`config.mk`:
```
export PLATFORM = sky130hd
export DESIGN_NAME = tag_computer
export DESIGN_NICKNAME = d
export VERILOG_FILES = /design/src/logic/tag_bus_pkg.sv /design/src/logic/tag_uart_pkg.sv /design/src/logic/mem_bus_if.sv /design/src/logic/word_ram.sv /design/src/logic/bus_arbiter.sv /design/src/logic/hex_refresh.sv /design/src/logic/uart_cmd_bridge.sv /design/src/logic/tag_computer.sv
export VERILOG_INCLUDE_DIRS = /design/src /design/src/logic
export SDC_FILE = /design/constraint.sdc
export NUM_CORES = 2
export LEC_CHECK = 0
export CAP_MARGIN = 20
export CORE_UTILIZATION = 55
export DETAILED_ROUTE_END_ITERATION = 10
export DONT_BUFFER_PORTS = 1
export PLACE_DENSITY = 0.74
export SLEW_MARGIN = 20
export SYNTH_ARGS = -nofsm -noshare
export SYNTH_HDL_FRONTEND = slang
export SYNTH_SLANG_ARGS = --single-unit
```
`constraint.sdc`:
```
create_clock -name CLOCK_50 -period 8.2 [get_ports CLOCK_50]
set_input_delay 2.46 -clock CLOCK_50 [delete_from_list [all_inputs] [get_ports CLOCK_50]]
set_output_delay 2.46 -clock CLOCK_50 [all_outputs]
set_load 0.005 [all_outputs]
```
`src/logic/tag_defines.svh`:
```
// Global parameters for the tag board computer
// Bus widths, serial timing, display location and protocol bytes

`ifndef TAG_DEFINES_SVH
`define TAG_DEFINES_SVH

////////////////////////////////////////////////////////////
// Memory bus
////////////////////////////////////////////////////////////

// One byte per word
`define TAG_DATA_W 8
`define TAG_ADDR_W 8
`define TAG_MEM_DEPTH 256

////////////////////////////////////////////////////////////
// Timing
////////////////////////////////////////////////////////////

// Clock cycles per serial bit, short for simulation
`define TAG_BAUD_DIV 8
// Cycles between display reads
`define TAG_REFRESH_CYCLES 64

////////////////////////////////////////////////////////////
// Display and protocol
////////////////////////////////////////////////////////////

// Word whose low nibble shows on HEX0
`define TAG_HEX_ADDR 8'hF0
// Answer to a write command, 'K'
`define TAG_ACK_BYTE 8'h4B

`endif

```
`src/logic/tag_bus_pkg.sv`:
```
// Types of the shared memory bus
// Master indices and arbiter states
`default_nettype none

package tag_bus_pkg;

    // Bus masters in arbiter port order
    typedef enum logic [0:0] {
        MASTER_UART = 1'b0,
        MASTER_HEX  = 1'b1
    } master_e;

    // Arbiter state
    // ARB_READ holds off new grants while rvalid returns
    typedef enum logic [0:0] {
        ARB_IDLE = 1'b0,
        ARB_READ = 1'b1
    } arb_state_e;

endpackage: tag_bus_pkg

`default_nettype wire

```
`src/logic/tag_uart_pkg.sv`:
```
// Types of the serial command protocol
// Opcodes, command bridge states, serializer states
`default_nettype none

package tag_uart_pkg;

    // Opcode bytes, ASCII 'W' and 'R'
    typedef enum logic [7:0] {
        CMD_WRITE = 8'h57,
        CMD_READ  = 8'h52
    } cmd_op_e;

    // Command bridge sequence
    typedef enum logic [2:0] {
        BR_IDLE,
        BR_ADDR,
        BR_DATA,
        BR_REQ,
        BR_WAIT,
        BR_SEND
    } bridge_state_e;

    // Shared by receiver and transmitter
    typedef enum logic [1:0] {
        SER_IDLE,
        SER_START,
        SER_DATA,
        SER_STOP
    } serial_state_e;

endpackage: tag_uart_pkg

`default_nettype wire

```
`src/logic/mem_bus_if.sv`:
```
// Request and read-back path of one bus master
// Request fields stay stable from req until gnt
`default_nettype none
`include "tag_defines.svh"

interface mem_bus_if;

    // Master side request
    logic req;
    logic we;
    logic [`TAG_ADDR_W-1:0] addr;
    logic [`TAG_DATA_W-1:0] wdata;

    // Arbiter side answer
    logic gnt;
    logic [`TAG_DATA_W-1:0] rdata;
    // One cycle after a read grant
    logic rvalid;

    modport master (
        output req, we, addr, wdata,
        input  gnt, rdata, rvalid
    );

    modport slave (
        input  req, we, addr, wdata,
        output gnt, rdata, rvalid
    );

endinterface: mem_bus_if

`default_nettype wire

```
`src/logic/word_ram.sv`:
```
// On-chip word memory standing in for the SDRAM
// Registered read port, one cycle latency
`default_nettype none
`include "tag_defines.svh"

module word_ram (
    input  logic CLOCK_50,
    input  logic rst_n,
    input  logic en,
    input  logic we,
    input  logic [`TAG_ADDR_W-1:0] addr,
    input  logic [`TAG_DATA_W-1:0] wdata,
    output logic [`TAG_DATA_W-1:0] rdata
);

    logic [`TAG_DATA_W-1:0] mem [`TAG_MEM_DEPTH];

    // Reset zeroes the array, unwritten words read back as 0
    always_ff @(posedge CLOCK_50 or negedge rst_n) begin
        if (!rst_n) begin
            for (int i = 0; i < `TAG_MEM_DEPTH; i++)
                mem[i] <= '0;
            rdata <= '0;
        end else if (en) begin
            if (we)
                mem[addr] <= wdata;
            else
                rdata <= mem[addr];
        end
    end

endmodule: word_ram

`default_nettype wire

```
`src/logic/bus_arbiter.sv`:
```
// Round-robin arbiter for two bus masters in front of the word memory
// Grants in the request cycle, routes read data to its owner only
`default_nettype none
`include "tag_defines.svh"

module bus_arbiter (
    input  logic CLOCK_50,
    input  logic rst_n,
    mem_bus_if.slave m_uart,
    mem_bus_if.slave m_hex,
    output logic mem_en,
    output logic mem_we,
    output logic [`TAG_ADDR_W-1:0] mem_addr,
    output logic [`TAG_DATA_W-1:0] mem_wdata,
    input  logic [`TAG_DATA_W-1:0] mem_rdata
);

    tag_bus_pkg::arb_state_e state;
    tag_bus_pkg::master_e last_served;
    tag_bus_pkg::master_e read_owner;
    tag_bus_pkg::master_e pick;
    logic grant;

    // Tie goes to the master not served last
    always_comb begin
        if (m_uart.req && m_hex.req)
            pick = (last_served == tag_bus_pkg::MASTER_UART) ?
                   tag_bus_pkg::MASTER_HEX : tag_bus_pkg::MASTER_UART;
        else if (m_hex.req)
            pick = tag_bus_pkg::MASTER_HEX;
        else
            pick = tag_bus_pkg::MASTER_UART;
    end

    // No grant while a read is returning
    assign grant = (m_uart.req || m_hex.req) && (state == tag_bus_pkg::ARB_IDLE);

    assign m_uart.gnt = grant && (pick == tag_bus_pkg::MASTER_UART);
    assign m_hex.gnt  = grant && (pick == tag_bus_pkg::MASTER_HEX);

    // Winner's fields to the memory
    assign mem_en    = grant;
    assign mem_we    = (pick == tag_bus_pkg::MASTER_HEX) ? m_hex.we : m_uart.we;
    assign mem_addr  = (pick == tag_bus_pkg::MASTER_HEX) ? m_hex.addr : m_uart.addr;
    assign mem_wdata = (pick == tag_bus_pkg::MASTER_HEX) ? m_hex.wdata : m_uart.wdata;

    // Read return, the other master sees nothing
    assign m_uart.rvalid = (state == tag_bus_pkg::ARB_READ) &&
                           (read_owner == tag_bus_pkg::MASTER_UART);
    assign m_hex.rvalid  = (state == tag_bus_pkg::ARB_READ) &&
                           (read_owner == tag_bus_pkg::MASTER_HEX);
    assign m_uart.rdata  = (read_owner == tag_bus_pkg::MASTER_UART) ? mem_rdata : '0;
    assign m_hex.rdata   = (read_owner == tag_bus_pkg::MASTER_HEX) ? mem_rdata : '0;

    always_ff @(posedge CLOCK_50 or negedge rst_n) begin
        if (!rst_n) begin
            state       <= tag_bus_pkg::ARB_IDLE;
            // Bridge wins the first tie
            last_served <= tag_bus_pkg::MASTER_HEX;
            read_owner  <= tag_bus_pkg::MASTER_UART;
        end else if (state == tag_bus_pkg::ARB_READ) begin
            state <= tag_bus_pkg::ARB_IDLE;
        end else if (grant) begin
            last_served <= pick;
            if (!mem_we) begin
                read_owner <= pick;
                state      <= tag_bus_pkg::ARB_READ;
            end
        end
    end

endmodule: bus_arbiter

`default_nettype wire

```
`src/logic/hex_refresh.sv`:
```
// Periodic display reader
// Fetches the display word over the bus and drives HEX0 from its low nibble
`default_nettype none
`include "tag_defines.svh"

module hex_refresh (
    input  logic CLOCK_50,
    input  logic rst_n,
    mem_bus_if.master bus,
    output logic [6:0] hex0
);

    localparam int CNT_W = $clog2(`TAG_REFRESH_CYCLES);
    localparam logic [CNT_W-1:0] RELOAD = CNT_W'(`TAG_REFRESH_CYCLES - 1);

    logic [CNT_W-1:0] cnt;

    // Active-low segments, bit 6 is g
    function automatic logic [6:0] seg_decode(input logic [3:0] nib);
        case (nib)
            4'h0: seg_decode = 7'b1000000;
            4'h1: seg_decode = 7'b1111001;
            4'h2: seg_decode = 7'b0100100;
            4'h3: seg_decode = 7'b0110000;
            4'h4: seg_decode = 7'b0011001;
            4'h5: seg_decode = 7'b0010010;
            4'h6: seg_decode = 7'b0000010;
            4'h7: seg_decode = 7'b1111000;
            4'h8: seg_decode = 7'b0000000;
            4'h9: seg_decode = 7'b0010000;
            4'hA: seg_decode = 7'b0001000;
            4'hB: seg_decode = 7'b0000011;
            4'hC: seg_decode = 7'b1000110;
            4'hD: seg_decode = 7'b0100001;
            4'hE: seg_decode = 7'b0000110;
            default: seg_decode = 7'b0001110;
        endcase
    endfunction

    // Read-only master at a fixed address
    assign bus.we    = 1'b0;
    assign bus.addr  = `TAG_HEX_ADDR;
    assign bus.wdata = '0;

    always_ff @(posedge CLOCK_50 or negedge rst_n) begin
        if (!rst_n) begin
            cnt     <= RELOAD;
            bus.req <= 1'b0;
            // Blank until the first read lands
            hex0    <= 7'b1111111;
        end else begin
            cnt <= (cnt == '0) ? RELOAD : cnt - 1'b1;
            // Request held until the arbiter grants it
            if (bus.req && bus.gnt)
                bus.req <= 1'b0;
            else if (cnt == '0)
                bus.req <= 1'b1;
            if (bus.rvalid)
                hex0 <= seg_decode(bus.rdata[3:0]);
        end
    end

endmodule: hex_refresh

`default_nettype wire

```
`src/logic/uart_cmd_bridge.sv`:
```
// Serial command bridge to the memory bus
// Receives W/R commands, issues one bus access, answers on the TX line
`default_nettype none
`include "tag_defines.svh"

module uart_cmd_bridge (
    input  logic CLOCK_50,
    input  logic rst_n,
    input  logic uart_rxd,
    output logic uart_txd,
    mem_bus_if.master bus
);

    localparam int BAUD_W = $clog2(`TAG_BAUD_DIV);
    // Last cycle of a bit, and the cycle at mid start bit
    localparam logic [BAUD_W-1:0] BAUD_LAST = BAUD_W'(`TAG_BAUD_DIV - 1);
    localparam logic [BAUD_W-1:0] BAUD_HALF = BAUD_W'(`TAG_BAUD_DIV / 2 - 1);

    logic rx_meta;
    logic rx_sync;
    tag_uart_pkg::serial_state_e rx_state;
    logic [BAUD_W-1:0] rx_cnt;
    logic [2:0] rx_bit;
    logic [7:0] rx_shift;
    logic rx_valid;

    tag_uart_pkg::bridge_state_e br_state;
    tag_uart_pkg::cmd_op_e op;
    logic [`TAG_ADDR_W-1:0] addr_q;
    logic [`TAG_DATA_W-1:0] wdata_q;
    logic [7:0] tx_byte;
    logic tx_go;

    tag_uart_pkg::serial_state_e tx_state;
    logic [BAUD_W-1:0] tx_cnt;
    logic [2:0] tx_bit;
    logic [7:0] tx_shift;
    logic tx_done;

    ////////////////////////////////////////////////////////////
    // Receiver
    ////////////////////////////////////////////////////////////

    // Two flop synchronizer, line idles high
    always_ff @(posedge CLOCK_50 or negedge rst_n) begin
        if (!rst_n) begin
            rx_meta <= 1'b1;
            rx_sync <= 1'b1;
        end else begin
            rx_meta <= uart_rxd;
            rx_sync <= rx_meta;
        end
    end

    // Mid-bit sampling, LSB first
    always_ff @(posedge CLOCK_50 or negedge rst_n) begin
        if (!rst_n) begin
            rx_state <= tag_uart_pkg::SER_IDLE;
            rx_cnt   <= '0;
            rx_bit   <= '0;
            rx_shift <= '0;
            rx_valid <= 1'b0;
        end else begin
            rx_valid <= 1'b0;
            case (rx_state)
                tag_uart_pkg::SER_IDLE: begin
                    rx_cnt <= '0;
                    if (!rx_sync)
                        rx_state <= tag_uart_pkg::SER_START;
                end
                tag_uart_pkg::SER_START: begin
                    if (rx_cnt == BAUD_HALF) begin
                        rx_cnt <= '0;
                        rx_bit <= '0;
                        // Glitch on the line, not a real start bit
                        rx_state <= rx_sync ? tag_uart_pkg::SER_IDLE : tag_uart_pkg::SER_DATA;
                    end else begin
                        rx_cnt <= rx_cnt + 1'b1;
                    end
                end
                tag_uart_pkg::SER_DATA: begin
                    if (rx_cnt == BAUD_LAST) begin
                        rx_cnt   <= '0;
                        rx_shift <= {rx_sync, rx_shift[7:1]};
                        rx_bit   <= rx_bit + 1'b1;
                        if (rx_bit == 3'd7)
                            rx_state <= tag_uart_pkg::SER_STOP;
                    end else begin
                        rx_cnt <= rx_cnt + 1'b1;
                    end
                end
                default: begin
                    // Low stop bit means framing error, byte dropped
                    if (rx_cnt == BAUD_LAST) begin
                        rx_valid <= rx_sync;
                        rx_state <= tag_uart_pkg::SER_IDLE;
                    end else begin
                        rx_cnt <= rx_cnt + 1'b1;
                    end
                end
            endcase
        end
    end

    ////////////////////////////////////////////////////////////
    // Command decoder and bus master
    ////////////////////////////////////////////////////////////

    // Request held for the whole BR_REQ state
    assign bus.req   = (br_state == tag_uart_pkg::BR_REQ);
    assign bus.we    = (op == tag_uart_pkg::CMD_WRITE);
    assign bus.addr  = addr_q;
    assign bus.wdata = wdata_q;

    always_ff @(posedge CLOCK_50 or negedge rst_n) begin
        if (!rst_n) begin
            br_state <= tag_uart_pkg::BR_IDLE;
            op       <= tag_uart_pkg::CMD_READ;
            addr_q   <= '0;
            wdata_q  <= '0;
            tx_byte  <= '0;
            tx_go    <= 1'b0;
        end else begin
            tx_go <= 1'b0;
            case (br_state)
                tag_uart_pkg::BR_IDLE: begin
                    // Unknown opcodes fall through silently
                    if (rx_valid && (rx_shift == tag_uart_pkg::CMD_WRITE ||
                                     rx_shift == tag_uart_pkg::CMD_READ)) begin
                        op       <= tag_uart_pkg::cmd_op_e'(rx_shift);
                        br_state <= tag_uart_pkg::BR_ADDR;
                    end
                end
                tag_uart_pkg::BR_ADDR: begin
                    if (rx_valid) begin
                        addr_q <= rx_shift;
                        if (op == tag_uart_pkg::CMD_WRITE)
                            br_state <= tag_uart_pkg::BR_DATA;
                        else
                            br_state <= tag_uart_pkg::BR_REQ;
                    end
                end
                tag_uart_pkg::BR_DATA: begin
                    if (rx_valid) begin
                        wdata_q  <= rx_shift;
                        br_state <= tag_uart_pkg::BR_REQ;
                    end
                end
                tag_uart_pkg::BR_REQ: begin
                    if (bus.gnt) begin
                        if (op == tag_uart_pkg::CMD_WRITE) begin
                            // Write done at grant, ack right away
                            tx_byte  <= `TAG_ACK_BYTE;
                            tx_go    <= 1'b1;
                            br_state <= tag_uart_pkg::BR_SEND;
                        end else begin
                            br_state <= tag_uart_pkg::BR_WAIT;
                        end
                    end
                end
                tag_uart_pkg::BR_WAIT: begin
                    if (bus.rvalid) begin
                        tx_byte  <= bus.rdata;
                        tx_go    <= 1'b1;
                        br_state <= tag_uart_pkg::BR_SEND;
                    end
                end
                default: begin
                    // Incoming bytes ignored until the answer is out
                    if (tx_done)
                        br_state <= tag_uart_pkg::BR_IDLE;
                end
            endcase
        end
    end

    ////////////////////////////////////////////////////////////
    // Transmitter
    ////////////////////////////////////////////////////////////

    // Start, 8 data bits LSB first, stop
    always_ff @(posedge CLOCK_50 or negedge rst_n) begin
        if (!rst_n) begin
            tx_state <= tag_uart_pkg::SER_IDLE;
            tx_cnt   <= '0;
            tx_bit   <= '0;
            tx_shift <= '0;
            tx_done  <= 1'b0;
            uart_txd <= 1'b1;
        end else begin
            tx_done <= 1'b0;
            case (tx_state)
                tag_uart_pkg::SER_IDLE: begin
                    uart_txd <= 1'b1;
                    tx_cnt   <= '0;
                    if (tx_go) begin
                        tx_shift <= tx_byte;
                        uart_txd <= 1'b0;
                        tx_state <= tag_uart_pkg::SER_START;
                    end
                end
                tag_uart_pkg::SER_START: begin
                    if (tx_cnt == BAUD_LAST) begin
                        tx_cnt   <= '0;
                        tx_bit   <= '0;
                        uart_txd <= tx_shift[0];
                        tx_state <= tag_uart_pkg::SER_DATA;
                    end else begin
                        tx_cnt <= tx_cnt + 1'b1;
                    end
                end
                tag_uart_pkg::SER_DATA: begin
                    if (tx_cnt == BAUD_LAST) begin
                        tx_cnt <= '0;
                        tx_bit <= tx_bit + 1'b1;
                        if (tx_bit == 3'd7) begin
                            uart_txd <= 1'b1;
                            tx_state <= tag_uart_pkg::SER_STOP;
                        end else begin
                            uart_txd <= tx_shift[1];
                            tx_shift <= tx_shift >> 1;
                        end
                    end else begin
                        tx_cnt <= tx_cnt + 1'b1;
                    end
                end
                default: begin
                    // Full stop bit before the bridge takes a new command
                    if (tx_cnt == BAUD_LAST) begin
                        tx_done  <= 1'b1;
                        tx_state <= tag_uart_pkg::SER_IDLE;
                    end else begin
                        tx_cnt <= tx_cnt + 1'b1;
                    end
                end
            endcase
        end
    end

endmodule: uart_cmd_bridge

`default_nettype wire

```
`src/logic/tag_computer.sv`:
```
// Top level of the tag board computer
// Serial command bridge and display refresher sharing one word memory
`default_nettype none
`include "tag_defines.svh"

module tag_computer (
    // 50 MHz board clock
    input  logic CLOCK_50,
    input  logic rst_n,
    // Bluetooth UART on the GPIO header
    input  logic uart_rxd,
    output logic uart_txd,
    // Rightmost seven-segment display
    output logic [6:0] hex0
);

    logic mem_en;
    logic mem_we;
    logic [`TAG_ADDR_W-1:0] mem_addr;
    logic [`TAG_DATA_W-1:0] mem_wdata;
    logic [`TAG_DATA_W-1:0] mem_rdata;

    ////////////////////////////////////////////////////////////
    // Bus masters
    ////////////////////////////////////////////////////////////

    mem_bus_if uart_bus ();
    mem_bus_if hex_bus ();

    // Stands in for the soft processor, MASTER_UART
    uart_cmd_bridge bridge (
        .CLOCK_50 (CLOCK_50),
        .rst_n    (rst_n),
        .uart_rxd (uart_rxd),
        .uart_txd (uart_txd),
        .bus      (uart_bus.master)
    );

    // Display reader, MASTER_HEX
    hex_refresh refresher (
        .CLOCK_50 (CLOCK_50),
        .rst_n    (rst_n),
        .bus      (hex_bus.master),
        .hex0     (hex0)
    );

    ////////////////////////////////////////////////////////////
    // Arbiter and memory
    ////////////////////////////////////////////////////////////

    bus_arbiter arbiter (
        .CLOCK_50  (CLOCK_50),
        .rst_n     (rst_n),
        .m_uart    (uart_bus.slave),
        .m_hex     (hex_bus.slave),
        .mem_en    (mem_en),
        .mem_we    (mem_we),
        .mem_addr  (mem_addr),
        .mem_wdata (mem_wdata),
        .mem_rdata (mem_rdata)
    );

    word_ram ram (
        .CLOCK_50 (CLOCK_50),
        .rst_n    (rst_n),
        .en       (mem_en),
        .we       (mem_we),
        .addr     (mem_addr),
        .wdata    (mem_wdata),
        .rdata    (mem_rdata)
    );

endmodule: tag_computer

`default_nettype wire

```
==> impl_results.rst <==
.. list-table::
   :header-rows: 1

   * - Metric
     - Value
   * - Cell with the largest stage delay on the worst path
     - sky130_fd_sc_hd__a2111oi_1
   * - Unrepaired setup endpoints after global routing
     - false
   * - Vias in the first global route
     - 75,700
   * - Worst-Skew Late Latency
     - 900 ps
   * - Synth warnings
     - 0
   * - Timing-limited maximum frequency
     - 173.9 MHz
   * - Mapped Area
     - 96,040 um2
   * - Clock transition at the registers of the reported paths
     - 70 ps
   * - Setup slack of the critical path after layout
     - 2449 ps
   * - Fillers
     - 13,920
   * - Number of buffers added by the clock tree synthesis step
     - roughly 210
   * - Core outline area
     - ~170,000 um2
   * - Area of the die
     - 176,300 um2
   * - Cells along the critical path
     - buf_4, nand2_4, nand2_2, nor3_2, buf_4, o21ai_0, o21ai_0, a2111oi_1, a41oi_1
   * - Worst-case headroom to the max-slew limit
     - 0.1068
   * - Cell chosen for the clock root
     - sky130_fd_sc_hd__clkbuf_16
   * - Remaining design rule violation count
     - 0
   * - Final worst path period share
     - 0.7013
   * - First-pass GRT wire length
     - 495,100 um
   * - Sequential-to-total area share from yosys stat
     - 0.5594
   * - Slew at the pin with the worst max-slew slack
     - 1326 ps
   * - Min-Delay Path Class
     - reg -> reg
   * - Shortest period the worst path allows
     - 5751 ps
   * - Height of the chip
     - 419.9 um
   * - DP Wirelength
     - 199,000 um
   * - Post-detailed-route wirelength per cell
     - roughly 27 um
   * - Launching element type of the critical path
     - flip-flop
   * - Post-Place Worst Slack
     - between 1500 and 2000 ps
   * - Synth Area per Inst
     - 9.512 um2
   * - Max-slew violations
     - 0
   * - Synth Net Count
     - 10,130
   * - Setup violations, final
     - 0
   * - Leakage power of the design
     - 44.21 nW
   * - Count of instances resized after the clock tree is built
     - 0
   * - Total gr overflow
     - 0
   * - Clk buf depth
     - 3
   * - Number of rows created at floorplan
     - 152
   * - Run status
     - finished clean
   * - Number of library cell types mapped by synthesis
     - 98
   * - Area share of the largest cell type after synthesis
     - 0.5539
   * - Buffer and inverter count on the worst path
     - 2
   * - Required time reported for the critical path endpoint
     - between 8000 and 9000 ps
   * - Final cell count without fillers
     - around 12,000
   * - Number of top-level pins
     - 11
   * - Layout cell share with drive strength beyond 1
     - 0.09619
   * - Post-CTS Hold Fix Bufs
     - 0
   * - Quantity of I/O buffers inserted on ports
     - 0
   * - Power density over cell area
     - 201.0 nW/um2
   * - Last weighted congestion value of the routability-driven placer
     - 0.9819
   * - Detailed Route WL
     - 332,600 um
   * - Post-synthesis sequential element count
     - 2,146
   * - TNS Setup
     - 0 ps
   * - Highest-count cells in the layout ignoring fill and taps
     - 2,461 x sky130_fd_sc_hd__nand2_1, 2,291 x sky130_fd_sc_hd__o21ai_0, 2,121 x sky130_fd_sc_hd__dfrtp_1, 300 x sky130_fd_sc_hd__nor2_1
   * - CTS sink count
     - 2,146
   * - Total track usage
     - 0.3781
   * - Horizontal die dimension
     - 419.9 um
   * - Critical path peak fanout
     - 28
   * - Number of setup buffers added after CTS
     - 0
   * - Routed via count
     - 80,200
   * - Vias per std cell
     - ~6.6
   * - Largest net degree at the start of global routing
     - 244
   * - Number of antenna violations at the first check in global routing
     - 24
   * - Data arrival, critical path
     - 6460 ps
   * - Setup crit end kind
     - flip-flop
   * - Layout Area Growth over Synthesis
     - 9.204%
   * - Number of violations of the max-capacitance limit
     - 0
   * - Commonest non-fill, non-tap cell in the layout
     - sky130_fd_sc_hd__nand2_1
   * - Largest delay contributor family on the critical path
     - compound AO/OA/AOI/OAI gates
   * - Proportion of register bits with asynchronous set or reset after synthesis
     - 1.000
   * - Post-layout nets
     - 9,657
   * - Critical setup path kind
     - reg -> reg
   * - Final Hold Fails
     - 0
   * - Number of cells produced by synthesis
     - roughly 10,000
   * - PnR Total Power
     - about 0.021 W
   * - Leading cell types by total area after synthesis
     - sky130_fd_sc_hd__dfrtp_1 55%, sky130_fd_sc_hd__o21ai_0 12%, sky130_fd_sc_hd__nand2_1 9.7%
   * - Number of enable flip-flop cells after synthesis
     - 0
   * - Cell type contributing the most total cell area after synthesis
     - sky130_fd_sc_hd__dfrtp_1
   * - H-tree levels
     - 4
   * - Starting utilization of the core area
     - 0.5568
   * - CTS tree
     - yes
   * - Dominant synthesized flop cell
     - sky130_fd_sc_hd__dfrtp_1
   * - Violation count after the first detailed-route iteration
     - between 10,000 and 15,000
   * - Stage delay of the slowest cell on the critical path
     - between 1000 and 1500 ps
   * - Placed instance count
     - 11,710
   * - Highest ir drop seen on vdd
     - 207.2 uV
   * - Fin Clk Skew
     - 56.52 ps
   * - First drt pass iteration count
     - 9
   * - Number of nets still failing antenna checks after routing
     - 0
==> final timing paths <==
| path | from | to | slack [ps] | depth (start not counted) |
|---|---|---|---|---|
| max in group asynchronous | rst_n | ram.mem[178] | 3020 | 7 |
| min in group asynchronous | rst_n | bridge.rx_bit[0] | 1290 | 0 |
| setup reg to reg | refresher.bus.req | ram.rdata[5] | 2450 | 9 |
| setup / recovery | refresher.bus.req | ram.rdata[5] | 2450 | 9 |
| hold reg to reg | bridge.rx_meta | bridge.rx_sync | 360 | 0 |
| hold / removal | bridge.rx_meta | bridge.rx_sync | 360 | 0 |
==> logic make-up (layout without fill, tap and decap cells) <==
group,after synthesis,after routing,share of synthesized area
and+or+nand+nor,3159,3159,0.1327
xor gates and xnor gates,3,3,0.0002736
muxes,499,499,0.06484
other,0,16,0
DFF,2146,2146,0.5594
buffers and inverters,923,630,0.04096
AOI/OAI and AO/OA,3340,3340,0.1983
adders and majority gates,27,27,0.003518
==> worst register-to-register path, delay by kind of cell (launching register included) <==
family	cells	cell delay, ps
and+or+nand+nor	3	1430
AOI/OAI and AO/OA	4	2350
DFF	1	840
buffers and inverters	2	960
==> per-layer routing <==
metal | part of all wire | routed length (um) | up-vias | global-route usage
met4 | 0.075 | 24950 | 28 | 0.2489
met2 | 0.42 | 139600 | 5191 | 0.5322
li1 | - | - | 34320 | -
met3 | 0.13 | 43280 | 1295 | 0.1256
met1 | 0.37 | 124600 | 39370 | 0.4984
met5 | 0.00052 | 172 | - | 0
==> cell type report <==
| class | count | area, um2 | share of cell area |
|---|---|---|---|
| antenna | 16 | 40.04 | 0.0003818 |
| clock buffer | 313 | 6299 | 0.06006 |
| clock inverter | 80 | 984.7 | 0.009389 |
| inverter | 58 | 224.0 | 0.002135 |
| multi-input combinational | 7028 | 38740 | 0.3694 |
| sequential | 2146 | 53740 | 0.5124 |
| tap | 2310 | 2890 | 0.02756 |
| timing repair buffer | 179 | 1962 | 0.01871 |
==> flip-flops by register name (all words and copies together), names as in the netlist, 7 cells and up <==
signal            flops
bridge.rx_shift       8
bridge.tx_byte        8
ram.rdata             8
bridge.bus.addr       8
refresher.hex0        7
bridge.bus.wdata      8
bridge.tx_shift       8
ram.mem            2048
bridge.op             8
==> through the flow <==
stage          utilization  hold WS, ps  area [um2]
5_1_grt             0.6078        365.8      104800
2_1_floorplan            -        345.2       96040
4_1_cts             0.6063        362.9      104600
6_report            0.6080        359.6      104900
3_3_place_gp        0.5637        350.4       97240
3_5_place_dp        0.5641        349.7       97310
==> cells in the mapped netlist, types with 44 or more instances <==
cell,instances
sky130_fd_sc_hd__o211ai_1,46
sky130_fd_sc_hd__buf_2,212
sky130_fd_sc_hd__mux4_2,77
sky130_fd_sc_hd__clkbuf_1,584
sky130_fd_sc_hd__mux2i_1,207
sky130_fd_sc_hd__o221ai_1,97
sky130_fd_sc_hd__a31oi_1,51
sky130_fd_sc_hd__mux2_2,215
sky130_fd_sc_hd__a211oi_1,92
sky130_fd_sc_hd__nor3_1,84
sky130_fd_sc_hd__nor2_1,313
sky130_fd_sc_hd__inv_1,54
sky130_fd_sc_hd__a21oi_1,209
sky130_fd_sc_hd__a22oi_1,44
sky130_fd_sc_hd__nand2_1,2471
sky130_fd_sc_hd__nand3_1,70
sky130_fd_sc_hd__dfrtp_1,2126
sky130_fd_sc_hd__o21ai_0,2292
sky130_fd_sc_hd__o22ai_1,188
==> power breakdown <==
group          internal, W  switching, W
clock network      0.00583       0.00433
logic            0.0000540      0.000250
registers           0.0106     0.0000139
total               0.0165       0.00459
Note: power is estimated with default switching activity, not from simulation.
